## config.mk

```make
export PLATFORM = sky130hd
export DESIGN_NAME = dispatch
export DESIGN_NICKNAME = d
export VERILOG_FILES = /design/src/rtl/dispatch_pkg.sv /design/src/rtl/control_unit.sv /design/src/rtl/reg_status_table.sv /design/src/rtl/dispatch.sv
export SDC_FILE = /design/constraint.sdc
export NUM_CORES = 1
export LEC_CHECK = 0
export BUFFER_PORTS_ARGS = -buffer_cell sky130_fd_sc_hd__buf_4
export CAP_MARGIN = 20
export CORE_MARGIN = 3
export CORE_UTILIZATION = 45
export DETAILED_ROUTE_END_ITERATION = 10
export PLACE_DENSITY = 0.72
export SYNTH_ARGS = -nofsm -noshare
export SYNTH_HDL_FRONTEND = slang
export SYNTH_SLANG_ARGS = --single-unit
```

## constraint.sdc

```tcl
create_clock -name CLK -period 9.09 [get_ports CLK]
set_input_delay 2.2725 -clock CLK [delete_from_list [all_inputs] [get_ports CLK]]
set_output_delay 2.2725 -clock CLK [all_outputs]
set_load 0.01 [all_outputs]
```

## src/rtl/dispatch_pkg.sv

```systemverilog
`default_nettype none

package dispatch_pkg;

    localparam int WORD_W = 32;
    localparam int SREG_N = 32;
    localparam int MREG_N = 64;

    typedef logic [WORD_W-1:0]         word_t;
    typedef logic [$clog2(SREG_N)-1:0] sreg_t;
    typedef logic [$clog2(MREG_N)-1:0] mreg_t;
    typedef logic [1:0]                tag_t;
    typedef logic [WORD_W-1:0]         imm_t;
    typedef logic [4:0]                fu_mask_t;
    typedef logic [3:0]                op_t;

    // busy mask bit positions
    localparam int FU_ALU_BIT    = 0;
    localparam int FU_LD_ST_BIT  = 1;
    localparam int FU_BRANCH_BIT = 2;
    localparam int FU_MLS_BIT    = 3;
    localparam int FU_GEMM_BIT   = 4;

    // producer tags, 0 means ready
    localparam tag_t TAG_S_ALU  = 2'd1;
    localparam tag_t TAG_S_JUMP = 2'd2;
    localparam tag_t TAG_S_LOAD = 2'd3;
    localparam tag_t TAG_M_GEMM = 2'd1;
    localparam tag_t TAG_M_LOAD = 2'd2;

    typedef enum logic [1:0] {
        FU_S_NONE   = 2'd0,
        FU_S_ALU    = 2'd1,
        FU_S_LD_ST  = 2'd2,
        FU_S_BRANCH = 2'd3
    } fu_s_t;

    typedef enum logic [1:0] {
        FU_M_NONE  = 2'd0,
        FU_M_LD_ST = 2'd1,
        FU_M_GEMM  = 2'd2
    } fu_m_t;

    typedef enum logic [6:0] {
        OP_NOP    = 7'b0000000,
        OP_ALU_R  = 7'b0110011,
        OP_ALU_I  = 7'b0010011,
        OP_LUI    = 7'b0110111,
        OP_LOAD   = 7'b0000011,
        OP_STORE  = 7'b0100011,
        OP_BRANCH = 7'b1100011,
        OP_JAL    = 7'b1101111,
        OP_JALR   = 7'b1100111,
        OP_MLOAD  = 7'b0000111,
        OP_MSTORE = 7'b0100111,
        OP_GEMM   = 7'b1110111,
        OP_HALT   = 7'b1111111
    } opcode_t;

endpackage

`default_nettype wire

```

## src/rtl/control_unit.sv

```systemverilog
`timescale 1ns/10ps
`default_nettype none

module control_unit (
    input  dispatch_pkg::word_t instr,
    output dispatch_pkg::fu_s_t fu_s,
    output dispatch_pkg::fu_m_t fu_m,
    output logic                s_reg_write,
    output logic                m_reg_write,
    output logic                jal,
    output logic                jalr,
    output logic                halt,
    output logic                lui,
    output dispatch_pkg::imm_t  imm,
    output dispatch_pkg::op_t   op
);

    import dispatch_pkg::*;

    opcode_t    opcode;
    logic [2:0] funct3;
    imm_t       imm_i;
    imm_t       imm_s;
    imm_t       imm_b;
    imm_t       imm_u;
    imm_t       imm_j;
    imm_t       imm_m;

    assign opcode = opcode_t'(instr[6:0]);
    assign funct3 = instr[14:12];

    // immediate formats
    assign imm_i = {{20{instr[31]}}, instr[31:20]};
    assign imm_s = {{20{instr[31]}}, instr[31:25], instr[11:7]};
    assign imm_b = {{19{instr[31]}}, instr[31], instr[7], instr[30:25], instr[11:8], 1'b0};
    assign imm_u = {instr[31:12], 12'b0};
    assign imm_j = {{11{instr[31]}}, instr[31], instr[19:12], instr[20], instr[30:21], 1'b0};
    // matrix ld/st offset sits below the base register field
    assign imm_m = {{18{instr[20]}}, instr[20:7]};

    always_comb begin
        fu_s        = FU_S_NONE;
        fu_m        = FU_M_NONE;
        s_reg_write = 1'b0;
        m_reg_write = 1'b0;
        jal         = 1'b0;
        jalr        = 1'b0;
        halt        = 1'b0;
        lui         = 1'b0;
        imm         = '0;
        op          = {1'b0, funct3};
        case (opcode)
            OP_ALU_R: begin
                fu_s        = FU_S_ALU;
                s_reg_write = 1'b1;
                op          = {instr[30], funct3};
            end
            OP_ALU_I: begin
                fu_s        = FU_S_ALU;
                s_reg_write = 1'b1;
                imm         = imm_i;
                // only shifts use bit 30 as a function bit
                op          = {instr[30] & (funct3 == 3'b101), funct3};
            end
            OP_LUI: begin
                fu_s        = FU_S_ALU;
                s_reg_write = 1'b1;
                lui         = 1'b1;
                imm         = imm_u;
                op          = '0;
            end
            OP_LOAD: begin
                fu_s        = FU_S_LD_ST;
                s_reg_write = 1'b1;
                imm         = imm_i;
            end
            OP_STORE: begin
                fu_s = FU_S_LD_ST;
                imm  = imm_s;
            end
            OP_BRANCH: begin
                fu_s = FU_S_BRANCH;
                imm  = imm_b;
            end
            OP_JAL: begin
                fu_s = FU_S_BRANCH;
                jal  = 1'b1;
                imm  = imm_j;
            end
            OP_JALR: begin
                fu_s = FU_S_BRANCH;
                jalr = 1'b1;
                imm  = imm_i;
            end
            OP_MLOAD: begin
                fu_m        = FU_M_LD_ST;
                m_reg_write = 1'b1;
                imm         = imm_m;
            end
            OP_MSTORE: begin
                fu_m = FU_M_LD_ST;
                imm  = imm_m;
            end
            OP_GEMM: begin
                fu_m        = FU_M_GEMM;
                m_reg_write = 1'b1;
            end
            OP_HALT: begin
                halt = 1'b1;
            end
            // unknown opcodes fall through as nop
            default: begin
                op = '0;
            end
        endcase
    end

endmodule

`default_nettype wire

```

## src/rtl/reg_status_table.sv

```systemverilog
`timescale 1ns/10ps
`default_nettype none

module reg_status_table #(
    parameter int REG_N = 32,
    parameter int TAG_W = 2
) (
    input  logic                     CLK,
    input  logic                     nRST,
    input  logic                     di_write,
    input  logic [$clog2(REG_N)-1:0] di_sel,
    input  logic [TAG_W-1:0]         di_tag,
    input  logic                     di_spec,
    input  logic                     wb_write,
    input  logic [$clog2(REG_N)-1:0] wb_sel,
    input  logic                     flush,
    input  logic                     resolved,
    input  logic [$clog2(REG_N)-1:0] rd_sel_a,
    input  logic [$clog2(REG_N)-1:0] rd_sel_b,
    input  logic [$clog2(REG_N)-1:0] rd_sel_c,
    output logic [TAG_W-1:0]         rd_tag_a,
    output logic [TAG_W-1:0]         rd_tag_b,
    output logic [TAG_W-1:0]         rd_tag_c,
    output logic                     busy_a
);

    localparam int IDX_W = $clog2(REG_N);

    logic [REG_N-1:0] pending;
    logic [REG_N-1:0] spec_bit;
    logic [TAG_W-1:0] tag [REG_N];

    always_ff @(posedge CLK, negedge nRST) begin
        if (!nRST) begin
            pending  <= '0;
            spec_bit <= '0;
            for (int i = 0; i < REG_N; i++) begin
                tag[i] <= '0;
            end
        end else begin
            for (int i = 0; i < REG_N; i++) begin
                // a new reservation beats a release of the same register
                if (di_write && di_sel == IDX_W'(i)) begin
                    pending[i]  <= 1'b1;
                    tag[i]      <= di_tag;
                    spec_bit[i] <= di_spec;
                end else if ((flush && spec_bit[i]) || (wb_write && wb_sel == IDX_W'(i))) begin
                    pending[i]  <= 1'b0;
                    tag[i]      <= '0;
                    spec_bit[i] <= 1'b0;
                end else if (resolved) begin
                    spec_bit[i] <= 1'b0;
                end
            end
        end
    end

    // reads see a same-cycle writeback as ready
    always_comb begin
        rd_tag_a = (wb_write && wb_sel == rd_sel_a) ? '0 : tag[rd_sel_a];
        rd_tag_b = (wb_write && wb_sel == rd_sel_b) ? '0 : tag[rd_sel_b];
        rd_tag_c = (wb_write && wb_sel == rd_sel_c) ? '0 : tag[rd_sel_c];
        busy_a   = pending[rd_sel_a];
    end

endmodule

`default_nettype wire

```

## src/rtl/dispatch.sv

```systemverilog
`timescale 1ns/10ps
`default_nettype none

module dispatch (
    input  logic                     CLK,
    input  logic                     nRST,
    // fetch
    input  dispatch_pkg::word_t      imemload,
    input  dispatch_pkg::word_t      fetch_br_pc,
    input  logic                     fetch_br_pred,
    output logic                     freeze,
    output logic                     jump,
    // execute and writeback
    input  dispatch_pkg::fu_mask_t   fu_busy,
    input  logic                     branch_miss,
    input  logic                     branch_resolved,
    input  logic                     wb_s_en,
    input  dispatch_pkg::sreg_t      wb_s_sel,
    input  logic                     wb_m_en,
    input  dispatch_pkg::mreg_t      wb_m_sel,
    // issue to status tables
    output logic                     issue_s_en,
    output logic                     issue_m_en,
    output logic                     issue_g_en,
    output dispatch_pkg::fu_s_t      issue_fu_s,
    output dispatch_pkg::sreg_t      issue_rd,
    output dispatch_pkg::sreg_t      issue_rs1,
    output dispatch_pkg::sreg_t      issue_rs2,
    output dispatch_pkg::imm_t       issue_imm,
    output dispatch_pkg::op_t        issue_op,
    output logic                     issue_spec,
    output dispatch_pkg::tag_t       issue_t1,
    output dispatch_pkg::tag_t       issue_t2,
    output dispatch_pkg::mreg_t      issue_md,
    output dispatch_pkg::tag_t       issue_mt,
    output dispatch_pkg::tag_t       issue_gt1,
    output dispatch_pkg::tag_t       issue_gt2,
    output dispatch_pkg::tag_t       issue_gt3,
    // registered stage toward execute
    output dispatch_pkg::fu_s_t      out_fu_s,
    output dispatch_pkg::fu_m_t      out_fu_m,
    output logic                     out_halt,
    output logic                     out_spec,
    output dispatch_pkg::word_t      out_br_pc,
    output logic                     out_br_pred
);

    import dispatch_pkg::*;

    fu_s_t fu_s;
    fu_m_t fu_m;
    logic  s_reg_write;
    logic  m_reg_write;
    logic  jal;
    logic  jalr;
    logic  halt;
    logic  lui;
    imm_t  imm;
    op_t   op;

    sreg_t s_rd;
    sreg_t s_rs1;
    sreg_t s_rs2;
    mreg_t m_rd;
    mreg_t m_rs1;
    mreg_t m_rs2;

    logic  s_writes;
    logic  struct_haz;
    logic  waw;
    logic  hazard;
    logic  go;

    logic  s_di_write;
    tag_t  s_di_tag;
    logic  m_di_write;
    tag_t  m_di_tag;
    logic  s_busy_rd;
    tag_t  m_tag_md;
    logic  m_busy_md;

    logic  spec;
    logic  n_spec;
    logic  jump_q;
    logic  n_jump;
    word_t n_br_pc;
    logic  n_br_pred;

    control_unit cu0 (
        .instr       (imemload),
        .fu_s        (fu_s),
        .fu_m        (fu_m),
        .s_reg_write (s_reg_write),
        .m_reg_write (m_reg_write),
        .jal         (jal),
        .jalr        (jalr),
        .halt        (halt),
        .lui         (lui),
        .imm         (imm),
        .op          (op)
    );

    // register fields, matrix ld/st moves the scalar base up
    assign s_rd  = imemload[11:7];
    assign s_rs1 = (fu_m == FU_M_LD_ST) ? imemload[25:21] : imemload[19:15];
    assign s_rs2 = imemload[24:20];
    assign m_rd  = imemload[31:26];
    assign m_rs1 = imemload[25:20];
    assign m_rs2 = imemload[19:14];

    assign s_writes = s_reg_write | jal | jalr;

    always_comb begin
        case (fu_s)
            FU_S_ALU:    struct_haz = fu_busy[FU_ALU_BIT];
            FU_S_LD_ST:  struct_haz = fu_busy[FU_LD_ST_BIT];
            FU_S_BRANCH: struct_haz = fu_busy[FU_BRANCH_BIT];
            default: begin
                case (fu_m)
                    FU_M_LD_ST: struct_haz = fu_busy[FU_MLS_BIT];
                    FU_M_GEMM:  struct_haz = fu_busy[FU_GEMM_BIT];
                    default:    struct_haz = 1'b0;
                endcase
            end
        endcase
    end

    assign waw    = m_reg_write ? m_busy_md : (s_writes & s_busy_rd);
    assign hazard = struct_haz | waw;
    assign freeze = hazard;
    assign go     = ~hazard & ~branch_miss;

    assign issue_s_en = go & (fu_s != FU_S_NONE);
    assign issue_m_en = go & (fu_m == FU_M_LD_ST);
    assign issue_g_en = go & (fu_m == FU_M_GEMM);

    // lui carries no source registers
    assign issue_fu_s = fu_s;
    assign issue_rd   = s_rd;
    assign issue_rs1  = lui ? '0 : s_rs1;
    assign issue_rs2  = s_rs2;
    assign issue_imm  = imm;
    assign issue_op   = op;
    assign issue_spec = spec & ~(branch_resolved | branch_miss);
    assign issue_md   = m_rd;
    assign issue_mt   = m_tag_md;
    // gemm accumulates into md, so its third operand is the md tag
    assign issue_gt3  = m_tag_md;

    // destination reservations
    assign s_di_write = go & s_writes;
    assign s_di_tag   = (fu_s == FU_S_LD_ST) ? TAG_S_LOAD :
                        (jal | jalr)         ? TAG_S_JUMP : TAG_S_ALU;
    assign m_di_write = go & m_reg_write;
    assign m_di_tag   = (fu_m == FU_M_GEMM) ? TAG_M_GEMM : TAG_M_LOAD;

    // port a only serves the waw check on rd
    reg_status_table #(.REG_N(SREG_N), .TAG_W(2)) rsts0 (
        .CLK      (CLK),
        .nRST     (nRST),
        .di_write (s_di_write),
        .di_sel   (s_rd),
        .di_tag   (s_di_tag),
        .di_spec  (issue_spec),
        .wb_write (wb_s_en),
        .wb_sel   (wb_s_sel),
        .flush    (branch_miss),
        .resolved (branch_resolved),
        .rd_sel_a (s_rd),
        .rd_sel_b (issue_rs1),
        .rd_sel_c (s_rs2),
        .rd_tag_a (),
        .rd_tag_b (issue_t1),
        .rd_tag_c (issue_t2),
        .busy_a   (s_busy_rd)
    );

    // matrix entries are never speculative
    reg_status_table #(.REG_N(MREG_N), .TAG_W(2)) rstm0 (
        .CLK      (CLK),
        .nRST     (nRST),
        .di_write (m_di_write),
        .di_sel   (m_rd),
        .di_tag   (m_di_tag),
        .di_spec  (1'b0),
        .wb_write (wb_m_en),
        .wb_sel   (wb_m_sel),
        .flush    (1'b0),
        .resolved (1'b0),
        .rd_sel_a (m_rd),
        .rd_sel_b (m_rs1),
        .rd_sel_c (m_rs2),
        .rd_tag_a (m_tag_md),
        .rd_tag_b (issue_gt1),
        .rd_tag_c (issue_gt2),
        .busy_a   (m_busy_md)
    );

    // speculation and jump state, set wins over clear
    always_comb begin
        n_spec = spec;
        if (fu_s == FU_S_BRANCH && !(jal || jalr)) begin
            n_spec = 1'b1;
        end else if (branch_resolved || branch_miss) begin
            n_spec = 1'b0;
        end
        n_jump = jump_q;
        if (jal || jalr) begin
            n_jump = 1'b1;
        end else if (branch_resolved || branch_miss) begin
            n_jump = 1'b0;
        end
    end

    always_ff @(posedge CLK, negedge nRST) begin
        if (!nRST) begin
            spec   <= 1'b0;
            jump_q <= 1'b0;
        end else begin
            spec   <= n_spec;
            jump_q <= n_jump;
        end
    end

    assign jump = (n_jump | jump_q) & ~fu_busy[FU_BRANCH_BIT];

    // prediction info only follows branch-unit instructions
    assign n_br_pc   = (fu_s == FU_S_BRANCH) ? fetch_br_pc : out_br_pc;
    assign n_br_pred = (fu_s == FU_S_BRANCH) ? fetch_br_pred : out_br_pred;

    always_ff @(posedge CLK, negedge nRST) begin
        if (!nRST) begin
            out_fu_s    <= FU_S_NONE;
            out_fu_m    <= FU_M_NONE;
            out_halt    <= 1'b0;
            out_spec    <= 1'b0;
            out_br_pc   <= '0;
            out_br_pred <= 1'b0;
        end else if (branch_miss) begin
            out_fu_s    <= FU_S_NONE;
            out_fu_m    <= FU_M_NONE;
            out_halt    <= 1'b0;
            out_spec    <= 1'b0;
            out_br_pc   <= '0;
            out_br_pred <= 1'b0;
        end else if (!hazard) begin
            out_fu_s    <= fu_s;
            out_fu_m    <= fu_m;
            out_halt    <= halt;
            out_spec    <= spec;
            out_br_pc   <= n_br_pc;
            out_br_pred <= n_br_pred;
        end
    end

endmodule

`default_nettype wire

```

-- Yosys cells after proc, flatten, opt, wreduce, memory -nomap -nowiden
Cells that the tools add are included.
- add/subtract/negate cells: 0
- multipliers: 0
- div/mod/pow operators: 0
- order comparisons: 7
- equal/unequal tests: 212
- shift-type cells: 0
- multiplexer cells: 509
- bitwise logic cells: 25
- reductions and logical operators: 409
- operators by type and width (kind ; number):
    $mux 2 ; 214
    $eq 6x6->1 const B ; 64
    $mux 1 ; 277
    $logic_and 1x1->1 ; 230
    $reduce_bool 2->1 ; 99
    $eq 6x5->1 const B ; 32
    $pmux 32 s6 ; 1
    $eq 5x5->1 const B ; 32
    $eq 6x4->1 const B ; 16
    $mux 32 ; 3
    $reduce_bool 3->1 ; 32
    $eq 5x4->1 const B ; 16
    $eq 6x3->1 const B ; 8
    $eq 5x3->1 const B ; 8
    $bmux 2 s6 ; 3
    $eq 7x7->1 const B ; 5
    $logic_or 1x1->1 ; 34
    $eq 7x6->1 const B ; 4
    $eq 6x2->1 const B ; 4
    $ge 7x7->1 const B ; 3
    $not 6->7 ; 3
    $bmux 2 s5 ; 2
    $eq 5x2->1 const B ; 4
    $eq 6x6->1 ; 3
    33 further kinds ; 65
- flip-flop bits (word level): 361
- bits in latches: 0
- bits in writable memories: 0
- memory bits (read-only): 0
- input bits: 87
- output and inout port bits: 116
- logic and storage cells: 1394
- memories kept: 0

-- Longest topological paths before layout
Gate-level depths: netlist of run 1.
- depth after elaboration: 13
- gate-level depth with buffers: 15
- mapped depth without buffers: 11

-- Cells and area by module
From an unflattened synthesis of run 1, not the netlist that was laid out.
- cell total of the unflattened synthesis: 2066
- area total of the unflattened synthesis: 24702.4 µm²
- modules (own cells, without submodules) (module ; instances ; cells each ; area an instance (µm²) ; sequential area each (µm²)):
    reg_status_table at rstm0 ; 1 ; 1131 ; 14327.5 ; 6406.1
    reg_status_table at rsts0 ; 1 ; 614 ; 7414.6 ; 3203.1
    dispatch ; 1 ; 196 ; 2137.0 ; 1026.0
    control_unit ; 1 ; 125 ; 823.3 ; 0.0

-- Worst setup path before layout of run 1
OpenSTA, ideal clock, no wires.
- path kind: input-to-output
- from: input port imemload[3]
- to: output port issue_t1[0]
- arrival time: 5847 ps
- required time: 6818 ps
- setup slack: 971 ps
- stages: 14
- path buffers: 4
- path through: clkbuf_1 > nand4b_1 > nor3_1 > ha_1 > buf_2 > mux2_2 > clkbuf_1 > o21ai_1 > inv_1 > buf_2 > o221a_2 > a2111oi_0 > a21o_1 > o22ai_1
- word-level cells in the longest chain between the ends: 11
- elaborated cells on any way between the ends: 17
- those cells by class: eq/ne: 6; mux: 8; bitwise: 1; reduce/logical: 2
- RTL lines (element ; RTL line ; source):
    start: declaration ; dispatch.sv:8 ; input dispatch_pkg::word_t imemload,
    $eq 7x3->1 / $eq 7x6->1 (equally long branches) ; control_unit.sv:52 ; case (opcode)
    $reduce_or 2->1 (no line) ; -- ;
    $pmux 2 s2 ; control_unit.sv:52 ;
    $eq 2x1->1 ; dispatch.sv:105 ; assign s_rs1 = (fu_m == FU_M_LD_ST) ? imemload[25:21] : imemload[19:15];
    $mux 5 ; dispatch.sv:105 ;
    $mux 5 * ; dispatch.sv:140 ; assign issue_rs1 = lui ? '0 : s_rs1;
    named net issue_rs1[0] ; dispatch.sv:27 ; output dispatch_pkg::sreg_t issue_rs1,
    $not 5->6 (implied by the code) ; reg_status_table.sv:61 ; rd_tag_b = (wb_write && wb_sel == rd_sel_b) ? '0 : tag[rd_sel_b];
    $bmux 2 s5 ; reg_status_table.sv:61 ;
    $mux 2 (implied by the code) (2 in a row) ; reg_status_table.sv:61 ;
    $mux 2 * ; reg_status_table.sv:61 ;
    end: declaration ; dispatch.sv:32 ; output dispatch_pkg::tag_t issue_t1,
The timed path passes the listed nets; every way through them passes the cells marked *. The select of a mux whose other input is x is not followed.

-- Worst setup path after layout of run 1
- from: input port imemload[3]
- to: output port issue_t1[1]
- word-level cells in the longest chain between the ends: 11
- elaborated cells on any way between the ends: 17
- those cells by class: eq/ne: 6; mux: 8; bitwise: 1; reduce/logical: 2
- RTL lines (element ; RTL line):
    $eq 7x3->1 / $eq 7x6->1 (equally long branches) ; control_unit.sv:52
    $reduce_or 2->1 (no line) ; --
    $pmux 2 s2 ; control_unit.sv:52
    $eq 2x1->1 ; dispatch.sv:105
    $mux 5 ; dispatch.sv:105
    $mux 5 * ; dispatch.sv:140
    $not 5->6 (implied by the code) ; reg_status_table.sv:61
    $bmux 2 s5 ; reg_status_table.sv:61
    $mux 2 (implied by the code) (2 in a row) ; reg_status_table.sv:61
    $mux 2 * ; reg_status_table.sv:61
Every way passes the cells marked *; elsewhere a longest branch is shown, timed or not. The select of a mux whose other input is x is not followed.

==> key figures, run 1 <==
Job
  – Max-cap violations: 0

Finish
  – Most common cell after layout, fill and taps aside: nand2_1
  – Layout Nets: 2,260
  – Syn-to-layout area delta: 14.5%
  – Most frequent cells in the layout: nand2_1 (441), dfrtp_1 (361), mux2i_1 (300)
  – Share of cells above drive strength 1: 0.227

Critical path
  – Required @ worst endpoint: 6.82 ns
  – CP Class: in -> out
  – Worst setup SP type: input port
  – Worst path cell trace: buf_4 > nand4b_1 > buf_4 > nor3_1 > ha_1 > mux2_2 > o21ai_1 > buf_4 > inv_1 > a21oi_1 > a221oi_1 > a311o_1 > and4b_1 > a31o_2 > buf_4
  – Crit-path max cell delay: 0.59 ns
  – Critical Path Fanout Max: 19
  – Cell repeated most along the worst path: buf_4
  – Crit end category: output pin
  – WP data arrival: 5.90 ns
  – CP max-delay cell: mux2_2

Place
  – Hpwl dp: 54,000 um
  – Routability cong.: 0.974
  – Port-buffer cells: 202

Route
  – First-pass DRT Iterations: 8
  – Antenna Nets Post-Route: 0
  – Routed wire per std cell: 27.6 um
  – # DRC: 0
  – Vias per cell: 6.55
  – Detailed router's first-iteration violation count: 2,343
  – Via count: 18,700
  – Final WL: 78,800 um

Timing
  – Setup-failing EPs final: 0
  – Rel. slew slack: 0.185
  – Slew Viols, Final: 0
  – Worst hold slack: 0.469 ns
  – RSZ-0062 raised after global routing: false
  – Final min period: 8.17 ns
  – Worst-Margin Slew: 1.21 ns
  – Setup TNS: 0 ns
  – Fmax: 122 MHz
  – Fin crit share: 0.899
  – Skew final: 0.0371 ns
  – Hold Fails Final Rpt: 0

Die
  – DIE HEIGHT: 228 um
  – Num rows: 80
  – IO Count: 203
  – Core Area: 48,200 um^2
  – Initial core utilization: 0.460
  – Die width: 228 um
  – Die area: 52,000 um^2

Yosys
  – Post-synth net total: 2,160
  – Synthesized flop and latch total: 361
  – Cells after synthesis: 2,070
  – Post-Syn Area: 22,200 um^2
  – Async set or reset register ratio after synthesis: 1.00
  – Top_reg_cell synth: dfrtp_1
  – Ys Warns: 0
  – Yosys cell types: 68
  – Post-synthesis sequential area ratio: 0.407
  – Post-synth EDFFs: 0
  – Post-synthesis average cell area: 10.7 um^2

GRT
  – Initial antenna violation count: 1
  – Largest net degree at the start of global routing: 134
  – First-pass GRT wire length: 119,000 um
  – GRT Util Overall: 0.297
  – Vias in the first global route: 18,800
  – Overflow after GRT: 0

Pwr
  – Power Density: 144 nW/um^2
  – LEAKAGE: 0.0127 uW
  – Internal: 2700 uW
  – Clock Power Share: 0.449
  – Combinational power share: 0.104
  – Worst vdd ir: 157 uV
  – Switch Pwr: 959 uW
  – Switching share of power: 0.262
  – Seq pwr share: 0.447

Status
  – Status: completed

Clocking
  – Resized Gates After CTS: 0
  – H-tree lvl count: 2
  – Post-CTS Setup Bufs: 0
  – Worst skew pair latency: 0.58 ns
  – Clock buffer count from CTS: 41
  – Root buf cell: clkbuf_16
  – CTS tree: yes
  – # clock sinks: 361
  – CTS clk-pin slew, worst paths: 0.06 ns
  – Clock Tree Buf Depth: 3
  – Hold_buf cts: 0

Hold path
  – Min-delay worst type: reg -> reg
power by group through the flow:
stage                     sequential, uW  combinational [uW]  clock, uW
final                               1640                 382       1640
after global routing                1640                 404       1730
after CTS                           1630                 376       1670
after detailed placement            1660                 375          0
after global placement              1660                 370          0
after floorplan                     1660                 208          0
cell type report:
cell class | instances | area, um^2
diodes | 1 | 2.50
clock buffers | 64 | 1210
clock inverters | 11 | 113
fillers | 4185 | 22800
inverters | 14 | 52.6
multi-input cells | 1517 | 12400
flip-flops and latches | 361 | 9030
well taps | 656 | 821
repair buffers | 235 | 1790
registers in the layout (all words and copies together), names as in the netlist, 2 cells and up:
name and count:
rsts0.spec_bit 32, out_fu_s 2, rsts0.tag 64, rstm0.pending 64, rsts0.pending 32, out_fu_m 2
rstm0.tag 128, out_br_pc 32
cells by family after synthesis:
family	after synthesis	synth area share
compound gates	214	0.0705
xor+xnor	28	0.0111
fa+ha+maj	3	0.00169
buf+inv	192	0.0376
flops	361	0.407
mux	469	0.302
simple gates	803	0.170
synth_stat cells (11+ instances only):
cell type	instances	share of area
a211oi_1	12	0.0041
a21o_1	61	0.021
a21oi_1	26	0.0059
a22oi_1	29	0.0098
and4_1	11	0.0043
and4b_1	22	0.0099
buf_1	24	0.0041
buf_2	30	0.0068
buf_4	20	0.0068
clkbuf_1	104	0.018
dfrtp_1	361	0.41
inv_1	11	0.0019
mux2i_1	300	0.14
mux4_2	159	0.16
nand2_1	442	0.075
nand2b_1	23	0.0065
nand3_1	23	0.0052
nand4_1	47	0.013
nor2_1	127	0.021
nor2b_1	26	0.0073
nor3_1	21	0.0047
o211ai_1	26	0.0088
o21ai_0	12	0.0027
xnor2_1	15	0.0059
xor2_1	13	0.0051
metal layers:
metal  GRT usage  vias to the layer above  part of all wire
met5           0                        -                 0
met4       0.141                        0             0.051
met3      0.0847                      256              0.13
met2       0.447                     1354              0.44
met1       0.399                     9336              0.38
li1            -                     7772                 -
per-stage QoR:
step | setup slack [ns] | total power, uW | area [um^2] | cells | util
after floorplan | 0.971 | 1870 | 22200 | 2070 | -
after global placement | 1.09 | 2030 | 24100 | 2780 | 0.499
after detailed placement | 0.973 | 2040 | 24100 | 2782 | 0.499
after CTS | 0.950 | 3680 | 25400 | 2857 | 0.526
after global routing | 0.754 | 3770 | 25400 | 2858 | 0.527
final | 0.921 | 3660 | 25400 | 2859 | 0.527
path summary, 6_finish.rpt:
| kind | cells past startpoint | endpoint | start | slack (ns) |
|---|---|---|---|---|
| worst max-delay path | 15 | issue_t1[1] | imemload[3] | 0.92 |
| worst min-delay path | 2 | rsts0.pending[23]$_DFFE_PN0P_ | rsts0.pending[23]$_DFFE_PN0P_ | 0.47 |
| worst max register to register | 8 | rsts0.spec_bit[3]$_DFFE_PN0P_ | rsts0.pending[8]$_DFFE_PN0P_ | 5.38 |
| worst min register to register | 2 | rsts0.pending[23]$_DFFE_PN0P_ | rsts0.pending[23]$_DFFE_PN0P_ | 0.47 |
| max in group asynchronous | 2 | rstm0.pending[25]$_DFFE_PN0P_ | nRST | 5.94 |
| min in group asynchronous | 1 | rsts0.tag[57]$_DFFE_PN0P_ | nRST | 1.73 |
critical path, delay by kind of cell:
| kind | cells | cell delay [ns] |
|---|---|---|
| AO/OA/AOI/OAI | 5 | 0.98 |
| buffers and inverters | 5 | 0.94 |
| AND/OR/NAND/NOR | 3 | 0.61 |
| multiplexers | 1 | 0.59 |
| adder cells (fa/ha/maj) | 1 | 0.48 |
Note: power is estimated with default switching activity, not from simulation.
==> inputs of run 2 (changes only) <==
- CTS_BUF_LIST: not set -> sky130_fd_sc_hd__clkbuf_16
==> run 2 against run 1 <==
  * Clock skew fell by 0.0039 ns
  * Global-route usage is essentially flat
  * Sequential share of layout area increased by 0.14 points
  * Power shrank 2.8%
  * First-iteration DRC count rose by 2.7%
  * Non-clock buffer count stayed put
  * Critical endpoint unchanged
  * Largest cell class unchanged
==> key figures, run 2 (synthesized netlist as in run 1, its figures left out) <==
Critical path
  – Worst path bufs/invs: 5
  – CP Class: in -> out
  – Cell repeated most along the worst path: buf_4
  – CP max-delay cell: mux2_2
  – Required @ worst endpoint: 6.82 ns
  – Crit end category: output pin
  – WP data arrival: 5.91 ns
  – Critical Path Fanout Max: 19
  – Crit-path max cell delay: 0.60 ns
  – CP top delay family: compound AO/OA/AOI/OAI gates
  – Worst path cell trace: buf_4 > nand4b_1 > buf_4 > nor3_1 > ha_1 > mux2_2 > o21ai_1 > buf_4 > inv_1 > a21oi_1 > a221oi_1 > a311o_1 > and4b_1 > a31o_2 > buf_4
  – Worst setup SP type: input port

Clocking
  – Hold_buf cts: 0
  – Root buf cell: clkbuf_16
  – # clock sinks: 361
  – CTS tree: yes
  – Worst skew pair latency: 0.58 ns
  – Clock Tree Buf Depth: 3
  – CTS clk-pin slew, worst paths: 0.05 ns
  – Post-CTS Setup Bufs: 0
  – H-tree lvl count: 2
  – Resized Gates After CTS: 0
  – Clock buffer count from CTS: 41

Timing
  – Final min period: 8.18 ns
  – Worst setup margin: 0.910 ns
  – Slew Viols, Final: 0
  – Setup TNS: 0 ns
  – RSZ-0062 raised after global routing: false
  – Worst-Margin Slew: 1.29 ns
  – Setup-failing EPs final: 0
  – Fmax: 122 MHz
  – Worst hold slack: 0.470 ns
  – Hold Fails Final Rpt: 0
  – Rel. slew slack: 0.136
  – Fin crit share: 0.900
  – Skew final: 0.0331 ns

Finish
  – Most frequent cells in the layout: nand2_1 (441), dfrtp_1 (361), mux2i_1 (300)
  – Biggest regs: rstm0.tag x128, rstm0.pending x64, rsts0.tag x64
  – Util after Layout: 0.524
  – Fin cells: 2,859
  – Multi-input combinational cell area: 12,400 um^2
  – Max reg flops: 128
  – Most common cell after layout, fill and taps aside: nand2_1
  – Fill cells: 4,192
  – Syn-to-layout area delta: 14.0%
  – Layout Nets: 2,260
  – Register Area: 9030 um^2
  – Share of cells above drive strength 1: 0.223
  – Biggest register: rstm0.tag

Die
  – Num rows: 80
  – Die width: 228 um
  – IO Count: 203
  – Die area: 52,000 um^2
  – Core Area: 48,200 um^2
  – DIE HEIGHT: 228 um
  – Initial core utilization: 0.460

GRT
  – Overflow after GRT: 0
  – Vias in the first global route: 18,800
  – Initial antenna violation count: 0
  – GRT Util Overall: 0.297
  – Largest net degree at the start of global routing: 134
  – First-pass GRT wire length: 119,000 um

Route
  – # DRC: 0
  – Via count: 18,700
  – Final WL: 78,500 um
  – Antenna Nets Post-Route: 0
  – Routed wire per std cell: 27.4 um
  – Detailed router's first-iteration violation count: 2,406
  – First-pass DRT Iterations: 6
  – Vias per cell: 6.54

Place
  – Placement Setup Slack: 0.973 ns
  – Placed insts: 2,782
  – Routability cong.: 0.974
  – Hpwl dp: 54,000 um
  – Port-buffer cells: 202

Hold path
  – Min-delay worst type: reg -> reg

Job
  – Max-cap violations: 0

Pwr
  – Power Density: 140 nW/um^2
  – LEAKAGE: 0.0127 uW
  – Worst vdd ir: 157 uV

Status
  – Status: completed
run 2: cell type report:
cell class,count,share of cell area
Multi-Input combinational cell,1517,0.489
Timing Repair Buffer,235,0.0706
Clock inverter,34,0.00786
Sequential cell,361,0.357
Tap cell,656,0.0324
Inverter,14,0.00208
Antenna cell,1,0.0000989
Clock buffer,41,0.0405
run 2: power by group:
group | total, uW | internal [uW] | switching, uW
clock network | 1540 | 850 | 688
registers | 1640 | 1620 | 13.4
logic | 381 | 128 | 253
total | 3550 | 2600 | 954
run 2: tightest hold or removal path, delay by kind of cell (launching register included):
family / cells / cell delay, ns
flip-flops: 1 / 0.34
AND/OR/NAND/NOR: 2 / 0.10
run 2: metrics by stage:
| stage | power, uW | instance area, um^2 |
|---|---|---|
| 6_report | 3550 | 25300 |
| 5_1_grt | 3670 | 25300 |
| 4_1_cts | 3580 | 25300 |
| 3_5_place_dp | 2040 | 24100 |
| 3_3_place_gp | 2030 | 24100 |
| 2_1_floorplan | 1870 | 22200 |
run 2: path summary, 6_finish.rpt:
| path | end | slack (ns) | cells after the start | startpoint |
|---|---|---|---|---|
| max | issue_t1[1] | 0.91 | 15 | imemload[3] |
| max in group asynchronous | rstm0.pending[25]$_DFFE_PN0P_ | 5.95 | 2 | nRST |
| min | rsts0.pending[20]$_DFFE_PN0P_ | 0.47 | 2 | rsts0.pending[20]$_DFFE_PN0P_ |
| min reg2reg | rsts0.pending[20]$_DFFE_PN0P_ | 0.47 | 2 | rsts0.pending[20]$_DFFE_PN0P_ |
| min in group asynchronous | rsts0.tag[57]$_DFFE_PN0P_ | 1.74 | 1 | nRST |
| max reg2reg | rsts0.spec_bit[3]$_DFFE_PN0P_ | 5.40 | 8 | rsts0.pending[8]$_DFFE_PN0P_ |
run 2: routing by layer:
layer / vias up / GRT usage / wire [um] / share of wire
li1: 7763 / - / - / -
met1: 9358 / 0.400 / 29800 / 0.38
met2: 1311 / 0.444 / 34700 / 0.44
met3: 263 / 0.0846 / 9850 / 0.13
met4: 0 / 0.141 / 4100 / 0.052
met5: - / 0 / 0 / 0
